### src/verilog/rob_pkg.sv
// ROB package with sizes, tag and register index types
// Dispatch, CDB, retire and ROB entry structs
// Operand and register map read structs

package rob_pkg;

    localparam int DATA_WIDTH     = 32;
    localparam int ADDR_WIDTH     = 32;
    localparam int ROB_DEPTH      = 8;
    localparam int TAG_WIDTH      = $clog2(ROB_DEPTH);
    localparam int REG_ADDR_WIDTH = 5;
    localparam int NUM_REGS       = 32;

    // ROB index, and a pointer with one extra wrap bit on top
    typedef logic [TAG_WIDTH-1:0]      tag_t;
    typedef logic [TAG_WIDTH:0]        ptr_t;
    typedef logic [REG_ADDR_WIDTH-1:0] reg_addr_t;

    // A dispatched instruction; rdy means the result is already known
    typedef struct packed {
        logic                  en;
        logic                  rdy;
        logic [ADDR_WIDTH-1:0] iaddr;
        logic [ADDR_WIDTH-1:0] addr;
        logic [DATA_WIDTH-1:0] data;
        reg_addr_t             rdest;
        reg_addr_t [1:0]       rsrc;
    } dispatch_t;

    // A result broadcast on the common data bus
    // Redirect flags a taken branch, addr carries its target
    typedef struct packed {
        logic                  en;
        tag_t                  tag;
        logic [DATA_WIDTH-1:0] data;
        logic                  redirect;
        logic [ADDR_WIDTH-1:0] addr;
    } cdb_t;

    typedef struct packed {
        logic                  rdy;
        logic                  branch;
        logic [ADDR_WIDTH-1:0] iaddr;
        logic [ADDR_WIDTH-1:0] addr;
        logic [DATA_WIDTH-1:0] data;
        reg_addr_t             rdest;
    } rob_entry_t;

    // One instruction leaving the head of the ROB
    typedef struct packed {
        logic                  en;
        reg_addr_t             rdest;
        logic [DATA_WIDTH-1:0] data;
        tag_t                  tag;
    } retire_t;

    typedef struct packed {
        logic                  rdy;
        tag_t                  tag;
        logic [DATA_WIDTH-1:0] data;
    } operand_t;

    typedef struct packed {
        logic                  busy;
        tag_t                  tag;
        logic [DATA_WIDTH-1:0] data;
    } map_read_t;

endpackage

### src/verilog/rob_ptr_counter.sv
// Head and tail pointers of the ROB with wrap bits
// Full and empty flags derived from the pointers

`timescale 1ns/1ns

module rob_ptr_counter (
    input  logic          clk,
    input  logic          n_rst,
    input  logic          alloc,
    input  logic          release_en,
    input  logic          clear,
    output rob_pkg::tag_t head_tag,
    output rob_pkg::tag_t tail_tag,
    output logic          full,
    output logic          empty
);

    import rob_pkg::*;

    // The extra top bit flips each time a pointer wraps around the array
    ptr_t head;
    ptr_t tail;

    assign head_tag = head[TAG_WIDTH-1:0];
    assign tail_tag = tail[TAG_WIDTH-1:0];

    // Same slot but different lap means the tail has caught up with the head
    assign full  = (head[TAG_WIDTH] != tail[TAG_WIDTH]) && (head_tag == tail_tag);
    assign empty = (head == tail);

    // A redirect squashes everything in flight, so clear wins over both moves
    always_ff @(posedge clk, negedge n_rst) begin
        if (!n_rst) begin
            head <= '0;
            tail <= '0;
        end else if (clear) begin
            head <= '0;
            tail <= '0;
        end else begin
            if (alloc) begin
                tail <= tail + ptr_t'(1);
            end
            if (release_en) begin
                head <= head + ptr_t'(1);
            end
        end
    end

    // The top level must never allocate into a full buffer
    a_no_alloc_when_full: assert property (@(posedge clk) disable iff (!n_rst) !(alloc && full))
        else $error("ROB allocation while full");

endmodule

### src/verilog/rob_entry_store.sv
// ROB entry array
// Dispatch write port at the tail and CDB write port at any tag
// Combinational read ports for the head and both source operands

`timescale 1ns/1ns

module rob_entry_store (
    input  logic                        clk,
    input  logic                        wr_en,
    input  rob_pkg::tag_t               wr_tag,
    input  rob_pkg::rob_entry_t         wr_entry,
    input  rob_pkg::cdb_t               cdb,
    input  logic                        cdb_accept,
    input  rob_pkg::tag_t               head_tag,
    output rob_pkg::rob_entry_t         head_entry,
    input  rob_pkg::tag_t [1:0]         rd_tag,
    output rob_pkg::rob_entry_t [1:0]   rd_entry
);

    import rob_pkg::*;

    rob_entry_t entries [ROB_DEPTH];
    rob_entry_t fill;

    // A fresh entry never starts as a taken branch
    // Only the CDB result can mark it as one
    always_comb begin
        fill        = wr_entry;
        fill.branch = 1'b0;
    end

    // Both ports may write in one cycle, always to different entries
    always_ff @(posedge clk) begin
        if (wr_en) begin
            entries[wr_tag] <= fill;
        end
        if (cdb_accept) begin
            entries[cdb.tag].rdy    <= 1'b1;
            entries[cdb.tag].branch <= cdb.redirect;
            entries[cdb.tag].data   <= cdb.data;
            entries[cdb.tag].addr   <= cdb.addr;
        end
    end

    // The head entry feeds retirement and the redirect decision
    assign head_entry = entries[head_tag];

    // Source lookups use the rename tags handed out by the register map
    always_comb begin
        for (int i = 0; i < 2; i++) begin
            rd_entry[i] = entries[rd_tag[i]];
        end
    end

    // A CDB result can only target an instruction dispatched in an earlier cycle
    a_write_ports_apart: assert property (
        @(posedge clk) (wr_en && cdb_accept) |-> (wr_tag != cdb.tag)
    ) else $error("Dispatch and CDB write the same ROB entry");

endmodule

### src/verilog/register_map.sv
// Architectural register file of the core
// Busy bit and rename tag for each register
// Two combinational read ports for the source registers

`timescale 1ns/1ns

module register_map (
    input  logic                          clk,
    input  logic                          n_rst,
    input  rob_pkg::retire_t              retire,
    input  logic                          rename_en,
    input  rob_pkg::reg_addr_t            rename_reg,
    input  rob_pkg::tag_t                 rename_tag,
    input  logic                          clear_busy,
    input  rob_pkg::reg_addr_t [1:0]      rsrc,
    output rob_pkg::map_read_t [1:0]      rd
);

    import rob_pkg::*;

    logic [DATA_WIDTH-1:0] regs [NUM_REGS];
    tag_t                  tags [NUM_REGS];
    logic [NUM_REGS-1:0]   busy;

    logic retire_wr;
    logic rename_wr;

    // Register 0 is hardwired, so it is neither written nor renamed
    assign retire_wr = retire.en && (retire.rdest != '0);
    assign rename_wr = rename_en && (rename_reg != '0);

    always_ff @(posedge clk, negedge n_rst) begin
        if (!n_rst) begin
            for (int r = 0; r < NUM_REGS; r++) begin
                regs[r] <= '0;
                tags[r] <= '0;
            end
            busy <= '0;
        end else begin
            if (retire_wr) begin
                regs[retire.rdest] <= retire.data;
                // A younger writer may already own the register, keep it busy then
                if (tags[retire.rdest] == retire.tag) begin
                    busy[retire.rdest] <= 1'b0;
                end
            end
            // Placed after retire so that a same-cycle rename of that register wins
            if (rename_wr) begin
                busy[rename_reg] <= 1'b1;
                tags[rename_reg] <= rename_tag;
            end
            // After a squash no register waits on an in-flight result any more
            if (clear_busy) begin
                busy <= '0;
            end
        end
    end

    always_comb begin
        for (int i = 0; i < 2; i++) begin
            rd[i].busy = (rsrc[i] != '0) && busy[rsrc[i]];
            rd[i].tag  = tags[rsrc[i]];
            rd[i].data = (rsrc[i] == '0) ? '0 : regs[rsrc[i]];
        end
    end

endmodule

### src/verilog/operand_resolve.sv
// Source operand selection for a newly dispatched instruction
// Priority is register map, then same-cycle CDB, then ROB entry

`timescale 1ns/1ns

module operand_resolve (
    input  rob_pkg::map_read_t [1:0]   map_rd,
    input  rob_pkg::cdb_t              cdb,
    input  logic                       cdb_accept,
    input  rob_pkg::rob_entry_t [1:0]  rob_rd,
    output rob_pkg::operand_t [1:0]    operand
);

    // The tag always comes from the map, even when a value is available
    // Consumers ignore it once the operand is ready
    always_comb begin
        for (int i = 0; i < 2; i++) begin
            operand[i].tag = map_rd[i].tag;
            if (!map_rd[i].busy) begin
                // No pending writer, the architectural value is current
                operand[i].rdy  = 1'b1;
                operand[i].data = map_rd[i].data;
            end else if (cdb_accept && (cdb.tag == map_rd[i].tag)) begin
                // The producer finishes right now, so the entry write is
                // not yet visible and the bus value has to be forwarded
                operand[i].rdy  = 1'b1;
                operand[i].data = cdb.data;
            end else begin
                // Either the entry already holds the result or the
                // instruction waits for this tag on the CDB
                operand[i].rdy  = rob_rd[i].rdy;
                operand[i].data = rob_rd[i].data;
            end
        end
    end

endmodule

### src/verilog/flush_ctrl.sv
// Flush FSM that squashes the machine after a branch redirect
// Holds flushing for exactly one cycle

`timescale 1ns/1ns

module flush_ctrl (
    input  logic clk,
    input  logic n_rst,
    input  logic redirect,
    output logic flushing
);

    typedef enum logic {
        RUNNING,
        FLUSHING
    } state_t;

    state_t state;
    state_t next_state;

    // Squashed instructions may still broadcast in the single flush cycle
    // Dropping the CDB during that cycle is enough to keep them out
    always_comb begin
        next_state = state;
        case (state)
            RUNNING: begin
                if (redirect) begin
                    next_state = FLUSHING;
                end
            end
            FLUSHING: begin
                next_state = RUNNING;
            end
            default: begin
                next_state = RUNNING;
            end
        endcase
    end

    always_ff @(posedge clk, negedge n_rst) begin
        if (!n_rst) begin
            state <= RUNNING;
        end else begin
            state <= next_state;
        end
    end

    assign flushing = (state == FLUSHING);

endmodule

### src/verilog/rob_core.sv
// Top level of the in-order completion subsystem
// Joins ROB pointers, entry store, register map, operand resolver and flush FSM
// Forms the dispatch accept, retire and redirect controls

`timescale 1ns/1ns

module rob_core (
    input  logic                               clk,
    input  logic                               n_rst,
    input  rob_pkg::dispatch_t                 dispatch,
    output logic                               stall,
    output rob_pkg::tag_t                      dispatch_tag,
    input  rob_pkg::cdb_t                      cdb,
    output rob_pkg::operand_t [1:0]            operand,
    output rob_pkg::retire_t                   retire,
    output logic                               redirect,
    output logic [rob_pkg::ADDR_WIDTH-1:0]     redirect_addr
);

    import rob_pkg::*;

    tag_t             head_tag;
    tag_t             tail_tag;
    logic             full;
    logic             empty;
    logic             flushing;
    logic             accept;
    logic             cdb_accept;
    rob_entry_t       wr_entry;
    rob_entry_t       head_entry;
    rob_entry_t [1:0] rob_rd;
    map_read_t [1:0]  map_rd;
    tag_t [1:0]       map_tag;

    // Dispatch is held off while the buffer is full or being squashed
    assign stall      = full || flushing;
    assign accept     = dispatch.en && !full && !flushing;
    assign cdb_accept = cdb.en && !flushing;

    // The head retires as soon as its result is known
    assign retire.en    = head_entry.rdy && !empty && !flushing;
    assign retire.rdest = head_entry.rdest;
    assign retire.data  = head_entry.data;
    assign retire.tag   = head_tag;

    // A retiring taken branch sends fetch to the branch target
    assign redirect      = retire.en && head_entry.branch;
    assign redirect_addr = head_entry.addr;

    // The new instruction always lands at the current tail
    assign dispatch_tag = tail_tag;

    assign wr_entry.rdy    = dispatch.rdy;
    assign wr_entry.branch = 1'b0;
    assign wr_entry.iaddr  = dispatch.iaddr;
    assign wr_entry.addr   = dispatch.addr;
    assign wr_entry.data   = dispatch.data;
    assign wr_entry.rdest  = dispatch.rdest;

    // Rename tags from the map select which ROB entries are read for the sources
    assign map_tag[0] = map_rd[0].tag;
    assign map_tag[1] = map_rd[1].tag;

    rob_ptr_counter rob_ptr_counter_i (
        .clk        (clk),
        .n_rst      (n_rst),
        .alloc      (accept),
        .release_en (retire.en),
        .clear      (redirect),
        .head_tag   (head_tag),
        .tail_tag   (tail_tag),
        .full       (full),
        .empty      (empty)
    );

    rob_entry_store rob_entry_store_i (
        .clk        (clk),
        .wr_en      (accept),
        .wr_tag     (tail_tag),
        .wr_entry   (wr_entry),
        .cdb        (cdb),
        .cdb_accept (cdb_accept),
        .head_tag   (head_tag),
        .head_entry (head_entry),
        .rd_tag     (map_tag),
        .rd_entry   (rob_rd)
    );

    register_map register_map_i (
        .clk        (clk),
        .n_rst      (n_rst),
        .retire     (retire),
        .rename_en  (accept),
        .rename_reg (dispatch.rdest),
        .rename_tag (tail_tag),
        .clear_busy (flushing),
        .rsrc       (dispatch.rsrc),
        .rd         (map_rd)
    );

    operand_resolve operand_resolve_i (
        .map_rd     (map_rd),
        .cdb        (cdb),
        .cdb_accept (cdb_accept),
        .rob_rd     (rob_rd),
        .operand    (operand)
    );

    flush_ctrl flush_ctrl_i (
        .clk      (clk),
        .n_rst    (n_rst),
        .redirect (redirect),
        .flushing (flushing)
    );

endmodule

### config.mk
export PLATFORM = sky130hd
export DESIGN_NAME = rob_core
export DESIGN_NICKNAME = d
export VERILOG_FILES = /design/src/verilog/rob_pkg.sv /design/src/verilog/rob_ptr_counter.sv /design/src/verilog/rob_entry_store.sv /design/src/verilog/register_map.sv /design/src/verilog/operand_resolve.sv /design/src/verilog/flush_ctrl.sv /design/src/verilog/rob_core.sv
export SDC_FILE = /design/constraint.sdc
export NUM_CORES = 2
export LEC_CHECK = 0
export BUFFER_PORTS_ARGS = -buffer_cell sky130_fd_sc_hd__buf_2
export CAP_MARGIN = 20
export CELL_PAD_IN_SITES_DETAIL_PLACEMENT = 0
export CELL_PAD_IN_SITES_GLOBAL_PLACEMENT = 2
export CORE_MARGIN = 10
export CORE_UTILIZATION = 35
export CTS_CLUSTER_DIAMETER = 200
export DETAILED_ROUTE_END_ITERATION = 6
export MAX_ROUTING_LAYER = met4
export PLACE_DENSITY_LB_ADDON = 0.1
export SLEW_MARGIN = 20
export SYNTH_ARGS = -nofsm -noshare
export SYNTH_HDL_FRONTEND = slang
export SYNTH_SLANG_ARGS = --single-unit
### constraint.sdc
create_clock -name clk -period 6.1 [get_ports clk]
set_clock_uncertainty 0.1 [all_clocks]
set_input_delay 0.305 -clock clk [delete_from_list [all_inputs] [get_ports clk]]
set_output_delay 0.305 -clock clk [all_outputs]
set_load 0.01 [all_outputs]
; Yosys cells after proc, flatten, opt, wreduce, memory -nomap -nowiden
; Memories as Yosys holds them, arrays and structs flattened.
; Index checks and enable logic that the tools add are counted.
[word_totals]
ff_bits = 1161
ram_bits = 824
in_bits = 184
out_inout_bits = 150
word_cells = 179
n_memories = 1
[mem_list]
columns = name, depth, word_bits, read_ports, rd_ports_with_merged_regs, wr, line
row1 = rob_entry_store_i.entries, 8, 103, 3, 0, 2, rob_entry_store.sv:22  ; rob_entry_t entries [ROB_DEPTH];
[op_classes]
addsub = 2
magnitude_cmp = 12
n_eq_ne = 6
mux = 53
n_bitwise = 8
n_reduce_logical = 29
[op_table]
columns = cell, count
row1 = 1024-bit bitwise mux, 1
row2 = 32-bit 2-to-1 mux, 15
row3 = 32-bit binary-select mux with 5-bit select, 2
row4 = 32-bit demux with 5-bit select, 1
row5 = 96-bit bitwise mux, 1
row6 = 3-bit binary-select mux with 5-bit select, 3
row7 = 32-bit AND, 1
row8 = 32-bit NOT, 1
row9 = 32-bit OR, 1
row10 = 6-bit greater-or-equal comparator (second input constant), 4
row11 = 5-bit by 6-bit < comparator with 1-bit output (second input constant), 4
row12 = 5-bit NOT with 6-bit output, 4
row13 = 3-bit 2-to-1 mux, 7
row14 = 5-bit nonzero test, 4
row15 = 1-bit logical AND, 17
row16 = 4-bit 2-to-1 mux, 4
row17 = 3-bit demux with 5-bit select, 1
row18 = 1-bit 2-to-1 mux, 13
row19 = 3-bit == test, 4
row20 = 6-bit by 1-bit < comparator with 1-bit output (second input constant), 2
row21 = 1-bit binary-select mux with 5-bit select, 2
row22 = 1-bit demux with 5-bit select, 2
row23 = 5-bit by 1-bit greater-or-equal comparator with 1-bit output (second input constant), 2
row24 = 5-bit logical NOT, 2
row25 = other kinds (8), 12

; Logic depth before layout (Yosys ltp)
; An unclocked memory read counts as a cell.
[logic_depth]
word_depth = 12
depth_mapped = 15

; By module
; Synthesis repeated with hierarchy kept, for this count alone.
[hier_totals]
hier_cells = 7022
area_unflattened_um2 = 114003.1
[by_module_without_submodules]
columns = module, instances, cells_each, area_per_inst_um2, seq_area_each_um2
row1 = register_map, 1, 3848, 62018.2, 28827.6
row2 = rob_entry_store, 1, 2751, 49144.6, 24663.7
row3 = operand_resolve, 1, 370, 2277.2, 0.0
row4 = rob_ptr_counter, 1, 45, 478.0, 200.2
row5 = rob_core, 1, 6, 46.3, 0.0
row6 = flush_ctrl, 1, 2, 38.8, 25.0

; Worst setup path after synthesis
; Ideal clock, no wire load.
[synth_timing]
path_kind = flip-flop to flip-flop
startpoint = reg rob_ptr_counter_i.head[2]
endpoint = mem rob_entry_store_i.entries[4][101] in the netlist's numbering, enable pin
arrival_ps = 3734
setup_slack_ps = 1833
path_stages_with_launch = 10
path_cell_list = dfrtp_1 > buf_2 > buf_2 > xor2_1 > nor3_1 > a21oi_1 > nand2_1 > nor4b_1 > clkbuf_1 > nand2b_1
[synth_rtl]
columns = item, line
row1 = "start, declared", rob_ptr_counter.sv:21  ; ptr_t head;
row2 = "start signal, assigned", rob_ptr_counter.sv:44  ; head <= head + ptr_t'(1);
row3 = "end, declared", rob_entry_store.sv:22

==> impl_metrics.csv <==
group,metric,value,unit
status,status,"finished, final reports clean",
global_route,grt_max_degree,161,
placement,dp.cells,12000,
placement,place_hpwl,239000,um
timing,fmax,182,MHz
timing,finalHoldViolations,0,
yosys,yosys.area.top_type_share,30.3,%
clock_network,cts_buffer_depth,4,
global_route,grt_pass1_wl,565000,um
floorplanning,pin_count,334,
setup_path,critPathCaptureType,"output port",
timing,period_minus_slack,5.48,ns
clock_network,cts_max_level,4,
final_layout,mostFrequentLayoutCells,"dfrtp_1 (1158), nand2_1 (1130), nor2_1 (1109)",
timing,period_share,89.9,%
placement,port_buffers,301,
setup_path,critPathKind,"register to output port",
clock_network,clk_pin_slew,0.06,ns
floorplanning,coreArea,273000,um2
routing,drt_iter0_markers,7224,
yosys,syn-cell-area,95800,um2
clock_network,cts_root_buf,"clkbuf_16",
floorplanning,die_w,543,um
flow_run,max_cap_violations,0,
setup_path,cp-startpoint,"register_map_i.tags[6]$_DFFE_PN0P_",
final_layout,final_layout_size_suffix_gt1_share,22.3,%
floorplanning,initial_core_util,35.1,%
timing,finalMaxSlewViolations,0,
routing,routed_wl,400000,um
setup_path,r2r_start,"rob_ptr_counter_i.head[2]$_DFFE_PN0P_",
setup_path,critPathLaunchType,"register",
setup_path,worst-path-max-fanout,51,
timing,grt_setup_unrepaired,"false",
yosys,ys_types,75,
clock_network,cts_setup_buffers,0,
timing,setup_tns,0,ns
power_and_ir_drop,power_leakage,0.0432,uW
yosys,netlist_instances,8791,
final_layout,nNetsFinal,8972,
power_and_ir_drop,ir_drop,0.347,mV
timing,max_slew.worst_pin.slew,1.17,ns
final_layout,syn2layout_area_growth,15.6,%
clock_network,tritoncts,"yes",
final_layout,final_cells,12600,
yosys,synthArstFlopShare,67.1,%
yosys,syn_nets,8977,
yosys,synthFlopType,"dfrtp_1",
routing,wire_per_inst,31.8,um
yosys,avgSynthCellArea,10.9,um2
worst_hold_path,hold_class,"primary input to register",
floorplanning,die_area,295000,um2
routing,vias,73800,
clock_network,clock-sinks,1729,
timing,relSlewSlack,21.0,%
yosys,synth-edff-count,560,
placement,placed_area,102000,um2
routing,dr.pass1.iters,6,
placement,routabilityCongestion,0.819,
setup_path,critPathArrivalTime,5.08,ns
routing,drtAntennaViolNets,0,
global_route,antenna_found_initial,56,
setup_path,cp.required,5.69,ns
final_layout,final_area,111000,um2
timing,setup_violations,0,
floorplanning,rows,192,
final_layout,mostFrequentLayoutCell,"dfrtp_1",
clock_network,numCtsBuffers,213,
floorplanning,die_y,543,um
yosys,ys_ff_latch,1729,
yosys,synthTopCellsByArea,"dfrtp_1 (30%), mux4_2 (18%), edfxtp_1 (18%)",
yosys,ys_seq_area_share,48.1,%
global_route,grt_pass1_vias,72700,
global_route,track_usage,27.2,%
routing,route.detailed.drc,0,
worst_hold_path,hp-start,"cdb[67]",
routing,viasPerCell,5.87,
clock_network,clk_latency,0.87,ns
power_and_ir_drop,cellPowerDensity,495,nW/um2
yosys,ys_warn_count,0,
global_route,grt_overflow,0,
yosys,yosys.area.top_type,"dfrtp_1",
-- per-layer routing --
| layer | vias up | global-route usage (%) | wire length (um) |
|---|---|---|---|
| met4 | 0 | 9.31 | 15800 |
| met3 | 726 | 3.82 | 24900 |
| met2 | 2877 | 43.4 | 191000 |
| met1 | 38200 | 35.7 | 168000 |
| li1 | 32000 | - | - |
| met5 | - | - | 0 |
-- what timing repair did --
action | CTS | global route
gates resized for setup | 0 | 0
hold buffers | 203 | 0
endpoints found under the hold margin | 713 | 0
-- flip-flops by register name (all words and copies together) (netlist names) --
| signal | flops |
|---|---|
| register_map_i.busy | 32 |
| rob_entry_store_i.entries | 568 |
| flush_ctrl_i.flushing | 1 |
| register_map_i.regs | 1024 |
| rob_ptr_counter_i.tail | 4 |
| register_map_i.tags | 96 |
| rob_ptr_counter_i.head | 4 |
-- worst paths after layout --
| kind | slack (ns) | cells after the start | endpoint |
|---|---|---|---|
| min in group asynchronous | 0.48 | 3 | register_map_i.regs[70]$_DFFE_PN0P_ |
| worst min-delay path | 0.07 | 3 | rob_entry_store_i.entries[2][65]$_DFFE_PP_ |
| worst max register to register | 0.84 | 12 | rob_entry_store_i.entries[3][25]$_DFFE_PP_ |
| worst min register to register | 0.30 | 0 | register_map_i.regs[1002]$_DFFE_PN0P_ |
| worst max-delay path | 0.62 | 11 | operand[40] |
| max in group asynchronous | 3.84 | 4 | rob_ptr_counter_i.head[0]$_DFFE_PN0P_ |
-- cells by family (layout without fill, tap and decap cells) --
group	Yosys count	after routing	share of synthesized area, %
adder cells (fa/ha/maj)	2	2	0.0261
other	0	32	0
AND/OR/NAND/NOR	2562	2562	10.8
multiplexers	1390	1390	24.7
buffers and inverters	1068	1231	4.59
XOR/XNOR	13	13	0.119
flip-flops	1729	1729	48.1
AO/OA/AOI/OAI	2027	2027	11.7
-- synthesized netlist by cell type (all sizes together) (27+ instances only) --
cell type / number
dfrtp: 1161
nor2: 1134
nand2: 1131
a21oi: 1085
mux4: 758
clkbuf: 712
o21ai: 566
edfxtp: 560
mux2i: 423
buf: 295
mux2: 209
a211oi: 132
nor2b: 87
nand3: 75
inv: 60
nor3: 47
o211ai: 38
o221ai: 37
a31oi: 35
a221oi: 27
-- worst max-delay path, cell delays in order (launching register included) --
cell and delay [ns]:
dfrtp_1 0.43, mux4_2 0.46, mux2_2 0.29, a221oi_1 0.58, a21oi_4 0.08, buf_4 0.37
buf_4 0.43, mux2i_1 0.26, mux2i_1 0.15, o21ai_0 0.53, a21o_1 0.33, buf_2 0.18
-- power breakdown --
group / switching (uW) / total [uW] / internal [uW]
Combinational: 13600 / 22700 / 9110
Sequential: 2880 / 19000 / 16100
Clock: 5410 / 13100 / 7740
-- cell type report --
class,count,area (um2)
fill,26000,162000
multi-input combinational,5994,46200
sequential,1729,46000
timing repair buffer,787,6630
clock buffer,292,6100
tap,3589,4490
clock inverter,91,948
inverter,61,231
antenna,32,80.1
-- per-stage QoR --
| step | util, % | hold WS, ns | total power, uW | setup WS [ns] |
|---|---|---|---|---|
| finish | 40.5 | 0.0680 | 54800 | 0.618 |
| detailed placement | 37.2 | 0.283 | 41600 | 0.934 |
| global placement | 37.2 | 0.277 | 41100 | 0.943 |
| floorplan | - | -0.0906 | 32400 | 1.83 |
| global route | 40.5 | 0.114 | 57600 | 0.468 |
| CTS | 40.5 | 0.102 | 55100 | 0.602 |
(Power assumes the default switching activity.)
